--- config.mk ---
export PLATFORM = sky130hd
export DESIGN_NAME = ro_stage_top
export DESIGN_NICKNAME = d
export VERILOG_FILES = /design/src/common/sssp_pkg.sv /design/src/hw/free_list.sv /design/src/hw/edge_addr_gen.sv /design/src/hw/thread_ctrl.sv /design/src/read_engine/read_issuer.sv /design/src/read_engine/line_unpacker.sv /design/src/hw/child_gen.sv /design/src/hw/ro_stage_top.sv
export SDC_FILE = /design/constraint.sdc
export NUM_CORES = 1
export LEC_CHECK = 0
export BUFFER_PORTS_ARGS = -buffer_cell sky130_fd_sc_hd__buf_4
export CORE_MARGIN = 2
export CORE_UTILIZATION = 47
export CTS_CLUSTER_SIZE = 14
export DETAILED_ROUTE_END_ITERATION = 6
export GPL_ROUTABILITY_DRIVEN = 0
export PLACE_DENSITY = 0.83
export SLEW_MARGIN = 20
export SYNTH_ARGS = -nofsm -noshare
export SYNTH_HDL_FRONTEND = slang
export SYNTH_SLANG_ARGS = --single-unit
export TNS_END_PERCENT = 20
--- constraint.sdc ---
create_clock -name clk -period 15.91 [get_ports clk]
set_input_delay 0.7955 -clock clk [delete_from_list [all_inputs] [get_ports clk]]
set_output_delay 0.7955 -clock clk [all_outputs]
set_load 0.005 [all_outputs]
--- src/common/sssp_pkg.sv ---
package sssp_pkg;

localparam int N_THREADS  = 4;
localparam int N_TAGS     = 8;
localparam int LINE_WORDS = 8;  // 64-bit edge records per memory line
localparam int LINE_BITS  = LINE_WORDS * 64;

localparam int WORD_IDX_W = $clog2(LINE_WORDS);
localparam int LINE_OFS_W = WORD_IDX_W + 3;  // byte offset bits inside a line

typedef logic [$clog2(N_THREADS)-1:0] thread_id_t;
typedef logic [$clog2(N_TAGS)-1:0]    tag_t;
typedef logic [WORD_IDX_W-1:0]        word_idx_t;
typedef logic [WORD_IDX_W:0]          word_cnt_t;  // 0..LINE_WORDS

typedef struct packed {
   logic [31:0] ts;
   logic [31:0] locale;
} task_t;

typedef struct packed {
   task_t       task_desc;
   logic [15:0] eo_begin;
   logic [15:0] eo_end;  // exclusive
} edge_task_t;

typedef struct packed {
   logic [31:0] addr;     // byte address of the first edge
   logic [15:0] n_words;
} burst_req_t;

// what a tag expects back from memory
typedef struct packed {
   thread_id_t thread;
   word_idx_t  first;
   word_cnt_t  count;
} line_rec_t;

typedef struct packed {
   thread_id_t  thread;
   logic [63:0] data;  // weight in [63:32], neighbor in [31:0]
   logic        last;
} edge_word_t;

endpackage

--- src/hw/free_list.sv ---
`timescale 1ns/1ps

module free_list #(
   parameter type ENTRY_T = logic [1:0],
   parameter int  DEPTH   = 4
) (
   input  logic   clk,
   input  logic   rstn,
   input  logic   put_valid,
   input  ENTRY_T put_id,
   input  logic   take,
   output ENTRY_T next_id,
   output logic   empty,
   output logic   full
);

localparam int PTR_W = (DEPTH > 1) ? $clog2(DEPTH) : 1;
localparam int CNT_W = $clog2(DEPTH + 1);

ENTRY_T             ids [DEPTH];
logic [PTR_W-1:0]   rd_ptr;
logic [PTR_W-1:0]   wr_ptr;
logic [CNT_W-1:0]   count;

assign next_id = ids[rd_ptr];
assign empty   = (count == '0);
assign full    = (count == CNT_W'(DEPTH));

always_ff @(posedge clk) begin
   if (!rstn) begin
      for (int i = 0; i < DEPTH; i++) begin
         ids[i] <= ENTRY_T'(i);  // pool starts with every id
      end
      rd_ptr <= '0;
      wr_ptr <= '0;
      count  <= CNT_W'(DEPTH);
   end else begin
      if (put_valid) begin
         ids[wr_ptr] <= put_id;
         wr_ptr      <= (wr_ptr == PTR_W'(DEPTH - 1)) ? '0 : wr_ptr + 1'b1;
      end
      if (take) begin
         rd_ptr <= (rd_ptr == PTR_W'(DEPTH - 1)) ? '0 : rd_ptr + 1'b1;
      end
      count <= count + CNT_W'(put_valid) - CNT_W'(take);
   end
end

endmodule

--- src/hw/edge_addr_gen.sv ---
`timescale 1ns/1ps

module edge_addr_gen import sssp_pkg::*; #(
   parameter logic [31:0] EDGE_BASE = 32'h0010_0000
) (
   input  edge_task_t in_task,
   output burst_req_t req,
   output logic       has_edges
);

logic [31:0] byte_ofs;
logic [15:0] n_edges;

// each edge record is one 64-bit word
assign byte_ofs = {13'd0, in_task.eo_begin, 3'b000};
assign n_edges  = in_task.eo_end - in_task.eo_begin;

always_comb begin
   req.addr    = EDGE_BASE + byte_ofs;
   req.n_words = n_edges;
end

assign has_edges = (n_edges != 16'd0);  // leaf vertex, nothing to read

endmodule

--- src/hw/thread_ctrl.sv ---
`timescale 1ns/1ps

module thread_ctrl import sssp_pkg::*; (
   input  logic       clk,
   input  logic       rstn,

   input  logic       in_valid,
   output logic       in_ready,
   input  edge_task_t in_task,
   input  burst_req_t req_in,
   input  logic       has_edges,

   output logic       req_valid,
   input  logic       req_ready,
   output burst_req_t req_out,
   output thread_id_t req_thread,

   input  logic       word_fire,
   input  thread_id_t word_thread,
   output logic       word_last,
   output task_t      parent,

   output logic       idle
);

task_t       parent_mem [N_THREADS];
logic [15:0] remaining [N_THREADS];  // edges still owed per thread
thread_id_t  free_thread;
logic        no_thread;
logic        grant;
logic        thread_done;

assign req_valid  = in_valid & has_edges & !no_thread;
assign in_ready   = has_edges ? (!no_thread & req_ready) : 1'b1;  // edgeless tasks just vanish
assign grant      = req_valid & req_ready;
assign req_out    = req_in;
assign req_thread = free_thread;

assign parent      = parent_mem[word_thread];
assign word_last   = (remaining[word_thread] == 16'd1);
assign thread_done = word_fire & word_last;

always_ff @(posedge clk) begin
   if (!rstn) begin
      for (int i = 0; i < N_THREADS; i++) begin
         remaining[i] <= '0;
      end
   end else begin
      if (grant) remaining[free_thread] <= req_in.n_words;
      // a thread cannot be granted while its words are still flowing
      if (word_fire) remaining[word_thread] <= remaining[word_thread] - 16'd1;
   end
end

always_ff @(posedge clk) begin
   if (grant) parent_mem[free_thread] <= in_task.task_desc;
end

free_list #(
   .ENTRY_T (thread_id_t),
   .DEPTH   (N_THREADS)
) u_thread_list (
   .clk       (clk),
   .rstn      (rstn),
   .put_valid (thread_done),
   .put_id    (word_thread),
   .take      (grant),
   .next_id   (free_thread),
   .empty     (no_thread),
   .full      (idle)  // every thread back home
);

endmodule

--- src/read_engine/read_issuer.sv ---
`timescale 1ns/1ps

module read_issuer import sssp_pkg::*; (
   input  logic        clk,
   input  logic        rstn,

   input  logic        req_valid,
   output logic        req_ready,
   input  burst_req_t  req,
   input  thread_id_t  req_thread,

   output logic        arvalid,
   input  logic        arready,
   output logic [31:0] araddr,
   output tag_t        arid,

   input  logic        ret_valid,
   input  tag_t        ret_tag,

   input  tag_t        lookup_tag,
   output line_rec_t   lookup_rec
);

logic        busy;
logic [31:0] cur_addr;
logic [15:0] cur_n;
thread_id_t  cur_thread;
word_idx_t   first;
word_cnt_t   room;
word_cnt_t   line_n;
logic        last_line;
logic        ar_fire;
logic        req_fire;
logic        tag_empty;
tag_t        free_tag;
line_rec_t   rec_table [N_TAGS];

assign first     = cur_addr[LINE_OFS_W-1:3];
assign room      = word_cnt_t'(LINE_WORDS) - word_cnt_t'(first);  // words up to line end
assign last_line = (cur_n <= 16'(room));
assign line_n    = last_line ? cur_n[WORD_IDX_W:0] : room;

// no read goes out without a tag to track it
assign arvalid = busy & !tag_empty;
assign araddr  = {cur_addr[31:LINE_OFS_W], {LINE_OFS_W{1'b0}}};
assign arid    = free_tag;
assign ar_fire = arvalid & arready;

assign req_ready = !busy | (ar_fire & last_line);
assign req_fire  = req_valid & req_ready;

always_ff @(posedge clk) begin
   if (!rstn) begin
      busy <= 1'b0;
   end else if (req_fire) begin
      busy <= 1'b1;
   end else if (ar_fire & last_line) begin
      busy <= 1'b0;
   end
end

always_ff @(posedge clk) begin
   if (req_fire) begin
      cur_addr   <= req.addr;
      cur_n      <= req.n_words;
      cur_thread <= req_thread;
   end else if (ar_fire) begin
      cur_addr <= araddr + 32'(LINE_WORDS * 8);  // next line starts at word 0
      cur_n    <= cur_n - 16'(line_n);
   end
end

always_ff @(posedge clk) begin
   if (ar_fire) begin
      rec_table[free_tag] <= '{thread: cur_thread, first: first, count: line_n};
   end
end

assign lookup_rec = rec_table[lookup_tag];

free_list #(
   .ENTRY_T (tag_t),
   .DEPTH   (N_TAGS)
) u_tag_list (
   .clk       (clk),
   .rstn      (rstn),
   .put_valid (ret_valid),
   .put_id    (ret_tag),
   .take      (ar_fire),
   .next_id   (free_tag),
   .empty     (tag_empty),
   .full      ()
);

endmodule

--- src/read_engine/line_unpacker.sv ---
`timescale 1ns/1ps

module line_unpacker import sssp_pkg::*; (
   input  logic                 clk,
   input  logic                 rstn,

   input  logic                 rvalid,
   output logic                 rready,
   input  tag_t                 rid,
   input  logic [LINE_BITS-1:0] rdata,

   output tag_t                 lookup_tag,
   input  line_rec_t            lookup_rec,

   output logic                 ret_valid,
   output tag_t                 ret_tag,

   output logic                 word_valid,
   input  logic                 word_ready,
   output edge_word_t           word
);

logic                 held;   // a line sits in the buffer
logic [LINE_BITS-1:0] line_q;
line_rec_t            cur;    // first = next word, count = words left
logic                 r_fire;
logic                 w_fire;

assign rready     = !held;
assign r_fire     = rvalid & rready;
assign lookup_tag = rid;

// the record is captured with the line, so the tag can go back at once
assign ret_valid = r_fire;
assign ret_tag   = rid;

assign word_valid = held;
assign w_fire     = word_valid & word_ready;

always_comb begin
   word.thread = cur.thread;
   word.data   = line_q[cur.first*64 +: 64];
   word.last   = 1'b0;  // thread_ctrl knows the real burst end
end

always_ff @(posedge clk) begin
   if (!rstn) begin
      held <= 1'b0;
   end else if (r_fire) begin
      held <= 1'b1;
   end else if (w_fire && cur.count == word_cnt_t'(1)) begin
      held <= 1'b0;
   end
end

always_ff @(posedge clk) begin
   if (r_fire) begin
      line_q <= rdata;
      cur    <= lookup_rec;
   end else if (w_fire) begin
      cur.first <= cur.first + 1'b1;
      cur.count <= cur.count - 1'b1;
   end
end

endmodule

--- src/hw/child_gen.sv ---
`timescale 1ns/1ps

module child_gen import sssp_pkg::*; (
   input  logic       clk,
   input  logic       rstn,

   input  logic       word_valid,
   output logic       word_ready,
   input  edge_word_t word,
   input  task_t      parent,

   output logic       out_valid,
   input  logic       out_ready,
   output task_t      out_task
);

assign word_ready = !out_valid | out_ready;

always_ff @(posedge clk) begin
   if (!rstn) begin
      out_valid <= 1'b0;
   end else if (word_valid & word_ready) begin
      out_valid <= 1'b1;
   end else if (out_ready) begin
      out_valid <= 1'b0;
   end
end

always_ff @(posedge clk) begin
   if (word_valid & word_ready) begin
      out_task.ts     <= parent.ts + word.data[63:32];  // relax across the edge
      out_task.locale <= word.data[31:0];
   end
end

endmodule

--- src/hw/ro_stage_top.sv ---
`timescale 1ns/1ps

module ro_stage_top import sssp_pkg::*; #(
   parameter logic [31:0] EDGE_BASE = 32'h0010_0000
) (
   input  logic                 clk,
   input  logic                 rstn,

   input  logic                 in_valid,
   output logic                 in_ready,
   input  edge_task_t           in_task,

   output logic                 arvalid,
   input  logic                 arready,
   output logic [31:0]          araddr,
   output tag_t                 arid,

   input  logic                 rvalid,
   output logic                 rready,
   input  tag_t                 rid,
   input  logic [LINE_BITS-1:0] rdata,

   output logic                 out_valid,
   input  logic                 out_ready,
   output task_t                out_task,

   output logic                 idle
);

burst_req_t gen_req;
burst_req_t iss_req;
logic       has_edges;
logic       req_valid;
logic       req_ready;
thread_id_t req_thread;
logic       ret_valid;
tag_t       ret_tag;
tag_t       lookup_tag;
line_rec_t  lookup_rec;
logic       word_valid;
logic       word_ready;
logic       word_fire;
logic       word_last;
edge_word_t unp_word;
edge_word_t child_word;
task_t      parent;

assign word_fire  = word_valid & word_ready;
assign child_word = '{thread: unp_word.thread, data: unp_word.data, last: word_last};

edge_addr_gen #(.EDGE_BASE(EDGE_BASE)) u_edge_addr_gen (
   .in_task   (in_task),
   .req       (gen_req),
   .has_edges (has_edges)
);

thread_ctrl u_thread_ctrl (
   .clk         (clk),
   .rstn        (rstn),
   .in_valid    (in_valid),
   .in_ready    (in_ready),
   .in_task     (in_task),
   .req_in      (gen_req),
   .has_edges   (has_edges),
   .req_valid   (req_valid),
   .req_ready   (req_ready),
   .req_out     (iss_req),
   .req_thread  (req_thread),
   .word_fire   (word_fire),
   .word_thread (unp_word.thread),
   .word_last   (word_last),
   .parent      (parent),
   .idle        (idle)
);

read_issuer u_read_issuer (
   .clk        (clk),
   .rstn       (rstn),
   .req_valid  (req_valid),
   .req_ready  (req_ready),
   .req        (iss_req),
   .req_thread (req_thread),
   .arvalid    (arvalid),
   .arready    (arready),
   .araddr     (araddr),
   .arid       (arid),
   .ret_valid  (ret_valid),
   .ret_tag    (ret_tag),
   .lookup_tag (lookup_tag),
   .lookup_rec (lookup_rec)
);

line_unpacker u_line_unpacker (
   .clk        (clk),
   .rstn       (rstn),
   .rvalid     (rvalid),
   .rready     (rready),
   .rid        (rid),
   .rdata      (rdata),
   .lookup_tag (lookup_tag),
   .lookup_rec (lookup_rec),
   .ret_valid  (ret_valid),
   .ret_tag    (ret_tag),
   .word_valid (word_valid),
   .word_ready (word_ready),
   .word       (unp_word)
);

child_gen u_child_gen (
   .clk        (clk),
   .rstn       (rstn),
   .word_valid (word_valid),
   .word_ready (word_ready),
   .word       (child_word),
   .parent     (parent),
   .out_valid  (out_valid),
   .out_ready  (out_ready),
   .out_task   (out_task)
);

endmodule

Word-level counts from Yosys, hierarchy flattened --
Memory sizes are Yosys's and may differ from the RTL's. A register that Yosys moved wholly into a read port is not among the register bits. Index checks and enable logic that the tools add are counted. Widths: inputs -> output; s select.
Word-level totals: register bits 655, memory bits (writable) 424, input port bits 617, output and inout bits 104, word-level logic and storage cells 131, memories 5
Cells by class: add/sub/neg operators 17, magnitude comparators 1, eq/ne operators 7, shift operators 1, muxes and demuxes 52, bitwise logic cells 12, reduce and logical (&&, ||, !) cells 18
Memory list:
- u_thread_ctrl.parent_mem | words 4, width 64, read ports 1, clocked after memory_dff 1, wr ports 1, RTL line thread_ctrl.sv:26 | task_t parent_mem [N_THREADS];
- u_read_issuer.rec_table | words 8, width 9, read ports 1, clocked after memory_dff 0, wr ports 1, RTL line read_issuer.sv:36 | line_rec_t rec_table [N_TAGS];
- u_thread_ctrl.remaining | words 4, width 16, read ports 1, clocked after memory_dff 1, wr ports 4, RTL line thread_ctrl.sv:27 | logic [15:0] remaining [N_THREADS];
- u_read_issuer.u_tag_list.ids | words 8, width 3, read ports 1, clocked after memory_dff 1, wr ports 8, RTL line free_list.sv:20 | ENTRY_T ids [DEPTH];
- u_thread_ctrl.u_thread_list.ids | words 4, width 2, read ports 1, clocked after memory_dff 1, wr ports 4, RTL line free_list.sv:20
Operators by type and width (number):
- $shiftx 512x10->64 | 1
- $mux 16 | 4
- $mux 32 | 2
- $add 32x32->32 | 1
- $add 32x7->32 const B | 1
- $reduce_or 16->1 | 2
- $mux 1 | 27
- $add 21x19->22 const A | 1
- $mux 2 | 10
- $mux 3 | 6
- $eq 16x1->1 const B | 1
- $le 16x4->1 | 1
- $reduce_bool 16->1 | 1
- $sub 16x1->16 const B | 1
- $sub 16x16->16 | 1
- $sub 16x4->16 | 1
- $mux 7 | 2
- $and 1x1->1 | 10
- $reduce_bool 2->1 | 5
- $add 3x1->3 const B | 3
- $eq 3x3->1 const B | 3
- $logic_not 1->1 | 5
- $add 2x1->2 const B | 2
- $add 4x1->4 | 1
- other kinds (14) | 16

Logic depth before layout (Yosys ltp) --
word-level depth 12, gate-level depth with buffers 23, mapped depth without buffers 23

Cells and area by module --
A second synthesis with hierarchy kept.
Unflattened totals: cells, all modules 2542, area total of the unflattened synthesis 46539.6 um^2
By module, submodules not included:
- line_unpacker | instances 1, cells an instance 789, area an instance 19780.2 um^2, sequential area each 15665.0 um^2
- thread_ctrl | instances 1, cells an instance 650, area an instance 12953.7 um^2, sequential area each 9609.2 um^2
- read_issuer | instances 1, cells an instance 397, area an instance 6188.4 um^2, sequential area each 3593.4 um^2
- child_gen | instances 1, cells an instance 349, area an instance 3958.8 um^2, sequential area each 1941.9 um^2
- free_list at u_read_issuer.u_tag_list | instances 1, cells an instance 141, area an instance 1799.2 um^2, sequential area each 980.9 um^2
- edge_addr_gen | instances 1, cells an instance 149, area an instance 1049.8 um^2, sequential area each 0.0 um^2
- free_list at u_thread_ctrl.u_thread_list | instances 1, cells an instance 66, area an instance 803.3 um^2, sequential area each 420.4 um^2
- ro_stage_top | instances 1, cells an instance 1, area an instance 6.3 um^2, sequential area each 0.0 um^2

Least setup slack after synthesis --
No wires, ideal clock.
path kind in2reg, start point input port rvalid, end point register u_line_unpacker.line_q[0] (enable), library setup time 1.078 ns, arrival time 15.058 ns, required time 14.832 ns, path slack -0.226 ns, stages on the path 3, buffers on the path 1, cell sequence nand2_1 inv_1 clkbuf_1
On the way: cells in the longest elaborated chain, start to end 1
Ends and longest elaborated chain:
- start: declaration | RTL line ro_stage_top.sv:18 | input logic rvalid,
- $and 1x1->1 | RTL line line_unpacker.sv:30 | assign r_fire = rvalid & rready;
- named net ret_valid | RTL line ro_stage_top.sv:36 | logic ret_valid;
- end signal: assignment | RTL line line_unpacker.sv:58 | line_q <= rdata;
- end: declaration | RTL line line_unpacker.sv:24 | logic [LINE_BITS-1:0] line_q;
The timed path passes the listed nets, and every way through them passes these cells. A chain may end at the register's enable or synchronous reset.

Worst setup path in the final report --
start point register u_read_issuer.cur_addr[3], end point register u_read_issuer.cur_n[14] (data pin)
On the way: cells in the longest elaborated chain, start to end 6, elaborated cells between the ends (all ways) 9, those cells by class add/sub (2); order compare (1); mux (3); bitwise (3)
Ends and longest elaborated chain:
- start: declaration | RTL line read_issuer.sv:25 | logic [31:0] cur_addr;
- start signal: assignment | RTL line read_issuer.sv:64 | cur_addr <= req.addr;
- start signal: assignment | RTL line read_issuer.sv:68 | cur_addr <= araddr + 32'(LINE_WORDS * 8);
- $sub 4x3->4 (*) | RTL line read_issuer.sv:39 | assign room = word_cnt_t'(LINE_WORDS) - word_cnt_t'(first);
- $le 16x4->1 | RTL line read_issuer.sv:40 | assign last_line = (cur_n <= 16'(room));
- $mux 4 (*) | RTL line read_issuer.sv:41 | assign line_n = last_line ? cur_n[WORD_IDX_W:0] : room;
- named net u_read_issuer.line_n[0] | RTL line read_issuer.sv:30 | word_cnt_t line_n;
- $sub 16x4->16 (*) | RTL line read_issuer.sv:69 | cur_n <= cur_n - 16'(line_n);
- $mux 16 (*) | RTL line read_issuer.sv:67 | end else if (ar_fire) begin
- $mux 16 (*) | RTL line read_issuer.sv:63 | if (req_fire) begin
- end signal: assignment | RTL line read_issuer.sv:65 | cur_n <= req.n_words;
- end signal: assignment | RTL line read_issuer.sv:69
- end: declaration | RTL line read_issuer.sv:26 | logic [15:0] cur_n;
Mark *: on every way through the listed nets, which the timed path passes. The rest lies on a longest branch. The select of a mux whose other input is x is not followed.

==> impl_metrics.yaml <==
global_routing:
  grt_antenna_before_repair: 32
  grt_pass1_vias: 24300
  grt_max_degree: 147
  grt-ovfl-total: 0
  grt_first_pass_wirelength_um: 154000
  gr-usage-all-layers_pct: 23.6
synth:
  synth-seq-cells: 955
  synth_area_leaders: "edfxtp_1 (69%), mux4_2 (11%), ha_1 (2.3%)"
  async_reset_ff_share_pct: 0
  syn_area_per_cell_um2: 18.1
  synth.distinct_cells: 68
  yosys_warnings: 0
  yosysTopAreaCell: "edfxtp_1"
  synth_flop_cell: "edfxtp_1"
  postSynthCellCount: 2228
  yosys.area.top_type_share_pct: 69.2
  ys_seq_area_share_pct: 70.5
  synth_edf_count: 928
  netlist_area_um2: 40300
sta:
  skew_ns: 0.0523
  slew_headroom_pct: 23.3
  finalCritPeriodShare_pct: 37.0
  finalSetupTns_ns: 0
  clock.fmax_mhz: 170
  rsz0062_at_grt: "false"
  period_needed_ns: 5.88
  worst_pin_slew_ns: 1.15
  maxSlewViolCount: 0
  hold_viol: 0
  setup_viol: 0
clocking:
  clk_pin_slew_ns: 0.06
  cts_tree: "done"
  cts-htree-levels: 3
  cts_setup_buffers: 0
  insertion_delay_ns: 0.69
  cts.sinks: 955
  numCtsBuffers: 100
  clockBufferDepth: 3
  cts_repair_resize_count: 0
  cts-root-buf: "clkbuf_16"
  holdBufCountCts: 0
worst_setup_path:
  cp_max_fo: 12
  worstPathRequired_ns: 16.30
  critPathKind: "flip-flop to flip-flop"
  end_kind: "flip-flop"
  crit_path_top_delay_cell: "o21ai_1"
  cpLargestDelayFamily: "compound AO/OA/AOI/OAI gates"
  cp-endpoint: "u_read_issuer.cur_n[14]$_DFFE_PP_"
  crit_chain: "inv_1, ha_1, inv_1, ha_1, nor2b_1, o21a_1, o21a_1, o21ai_0, nand4_1, o21ai_1, ha_1, inv_1, fa_1, a21o_1, a21oi_1, nand2b_1, nor3_1, nand2b_1, nor4_1, xnor2_1, o21ai_0, o21bai_1"
  rr_endpoint: "u_read_issuer.cur_n[14]$_DFFE_PP_"
  max_stage_delay_ns: 0.69
  critPathBufInv: 3
  startpoint: "u_read_issuer.cur_addr[3]$_SDFFCE_PN0P_"
  rrSetupSlack_ns: 10.03
  rr_worst_depth: 22
  cp-start-kind: "flip-flop"
  path_depth: 22
  r2r-start: "u_read_issuer.cur_addr[3]$_SDFFCE_PN0P_"
  critPathArrivalTime_ns: 6.28
drt:
  post-route-drc-count: 0
  vias: 23800
  viasPerCell: 5.68
  drt_iter0_drc: 2310
  antenna_left: 0
  dr.pass1.iters: 6
  wl_per_cell_um: 25.3
  drt-total-wl_um: 106000
cells_and_area:
  design_area_um2: 50000
  multiInputGateArea_um2: 11100
  drive_gt1_share_pct: 38.2
  fin_nets: 3628
  synthToLayoutAreaGrowth_pct: 24.0
  seq_area_um2: 28400
  fillers: 6020
power:
  powerDensity_nw_per_um2: 142
  peakVddDrop_uv: 123
  power.leakage_nw: 18.3
floorplanning:
  fp.dieArea_um2: 88100
  ios: 721
  die_w_um: 297
  row_count: 107
  die_h_um: 297
  initial_utilization_pct: 47.4
  core_area_um2: 85000
status:
  run_status: "complete, no violations"
place:
  post-dp-hpwl_um: 72800
  io_buffer_count: 682
  placedInstanceArea_um2: 46500
job:
  maxCapViolations: 0
hold_path:
  holdCritPathClass: "input port to flip-flop"
## per-layer routing
| metal | track usage [%] | wire length (um) | part of all wire [%] | up-vias |
|---|---|---|---|---|
| li1 | - | - | - | 10400 |
| met1 | 28.2 | 37500 | 35 | 12000 |
| met2 | 40.1 | 53600 | 51 | 1250 |
| met3 | 6.61 | 10500 | 9.9 | 215 |
| met4 | 9.78 | 4240 | 4.0 | 12 |
| met5 | 0 | 68 | 0.064 | - |
## cell usage in the layout, fill, tap and decap left out, types with 45 or more instances in the layout
cell type / instances
inv_1: 65
mux4_2: 202
nand2_1: 87
o21ai_0: 45
xnor2_1: 51
edfxtp_1: 928
a21oi_1: 50
o32ai_1: 47
ha_1: 75
xor2_1: 46
mux2_2: 67
buf_4: 711
clkbuf_16: 101
nor2_1: 81
## cell type report
| type | count | area share [%] |
|---|---|---|
| antenna | 27 | 0.135 |
| clock buffer | 117 | 5.22 |
| clock inverter | 67 | 1.44 |
| inverter | 68 | 0.531 |
| multi-input combinational | 1094 | 22.2 |
| sequential | 955 | 56.9 |
| tap | 1144 | 2.87 |
| timing repair buffer | 712 | 10.7 |
## kinds of logic (layout without fill, tap and decap cells)
| logic type | Yosys count | in the layout | synth area share, % |
|---|---|---|---|
| other cells | 1 | 33 | 0.00931 |
| xor+xnor | 98 | 98 | 2.15 |
| flops | 955 | 955 | 70.5 |
| simple gates | 364 | 364 | 4.52 |
| buf+inv | 184 | 964 | 2.10 |
| compound gates | 243 | 243 | 4.11 |
| fa+ha+maj | 80 | 80 | 2.58 |
| mux | 303 | 303 | 14.0 |
## synth_stat cells (46+ instances only)
library cell,number
xnor2_1,51
nand2_1,88
clkbuf_1,54
mux4_2,202
ha_1,75
inv_1,67
edfxtp_1,928
a21oi_1,50
mux2_2,67
o32ai_1,47
nor2_1,85
o21ai_0,46
xor2_1,46
## stage by stage
step | utilization [%] | setup slack (ns) | hold slack [ns] | cells | power, mW
after CTS | 58.6 | 9.68 | 0.226 | 4156 | 7.16
after global placement | 54.7 | 9.93 | 0.486 | 3972 | 4.74
after global routing | 58.7 | 9.51 | 0.233 | 4179 | 7.39
after floorplan | - | 7.56 | 0.467 | 2233 | 4.29
after detailed placement | 54.7 | 9.77 | 0.491 | 3972 | 4.80
final | 58.8 | 10.03 | 0.280 | 4184 | 7.11
## report_power, final
part | internal, mW | total [mW] | leakage, nW | switching (mW)
clock network | 1.36 | 2.35 | 1.63 | 0.989
logic | 0.692 | 1.49 | 7.63 | 0.794
registers | 3.14 | 3.28 | 9.00 | 0.137
total | 5.19 | 7.11 | 18.3 | 1.92
## worst min path at each step
stage / start / endpoint / slack (ns) / cells after the start
global placement: u_read_issuer.u_tag_list.rd_ptr[1]$_SDFFE_PN0P_ / u_read_issuer.u_tag_list.rd_ptr[1]$_SDFFE_PN0P_ / 0.49 / 2
global route: rdata[34] / u_line_unpacker.line_q[34]$_DFFE_PP_ / 0.23 / 1
finish: rdata[34] / u_line_unpacker.line_q[34]$_DFFE_PP_ / 0.28 / 1
detailed placement: u_read_issuer.u_tag_list.rd_ptr[2]$_SDFFE_PN0P_ / u_read_issuer.u_tag_list.rd_ptr[2]$_SDFFE_PN0P_ / 0.49 / 2
CTS: rdata[34] / u_line_unpacker.line_q[34]$_DFFE_PP_ / 0.23 / 1
floorplan: u_read_issuer.u_tag_list.rd_ptr[1]$_SDFFE_PN0P_ / flip-flop / 0.47 / 2
## flip-flops by register name, indices dropped and copies added (netlist names), 4 cells and up, named ones only
register,count
u_child_gen.out_task,64
u_line_unpacker.cur,7
u_line_unpacker.line_q,512
u_read_issuer.cur_addr,29
u_read_issuer.cur_n,16
u_read_issuer.rec_table,72
u_read_issuer.u_tag_list.count,4
u_read_issuer.u_tag_list.ids,24
u_thread_ctrl.parent_mem,128
u_thread_ctrl.remaining,64
u_thread_ctrl.u_thread_list.ids,8
(Power assumes the default switching activity.)
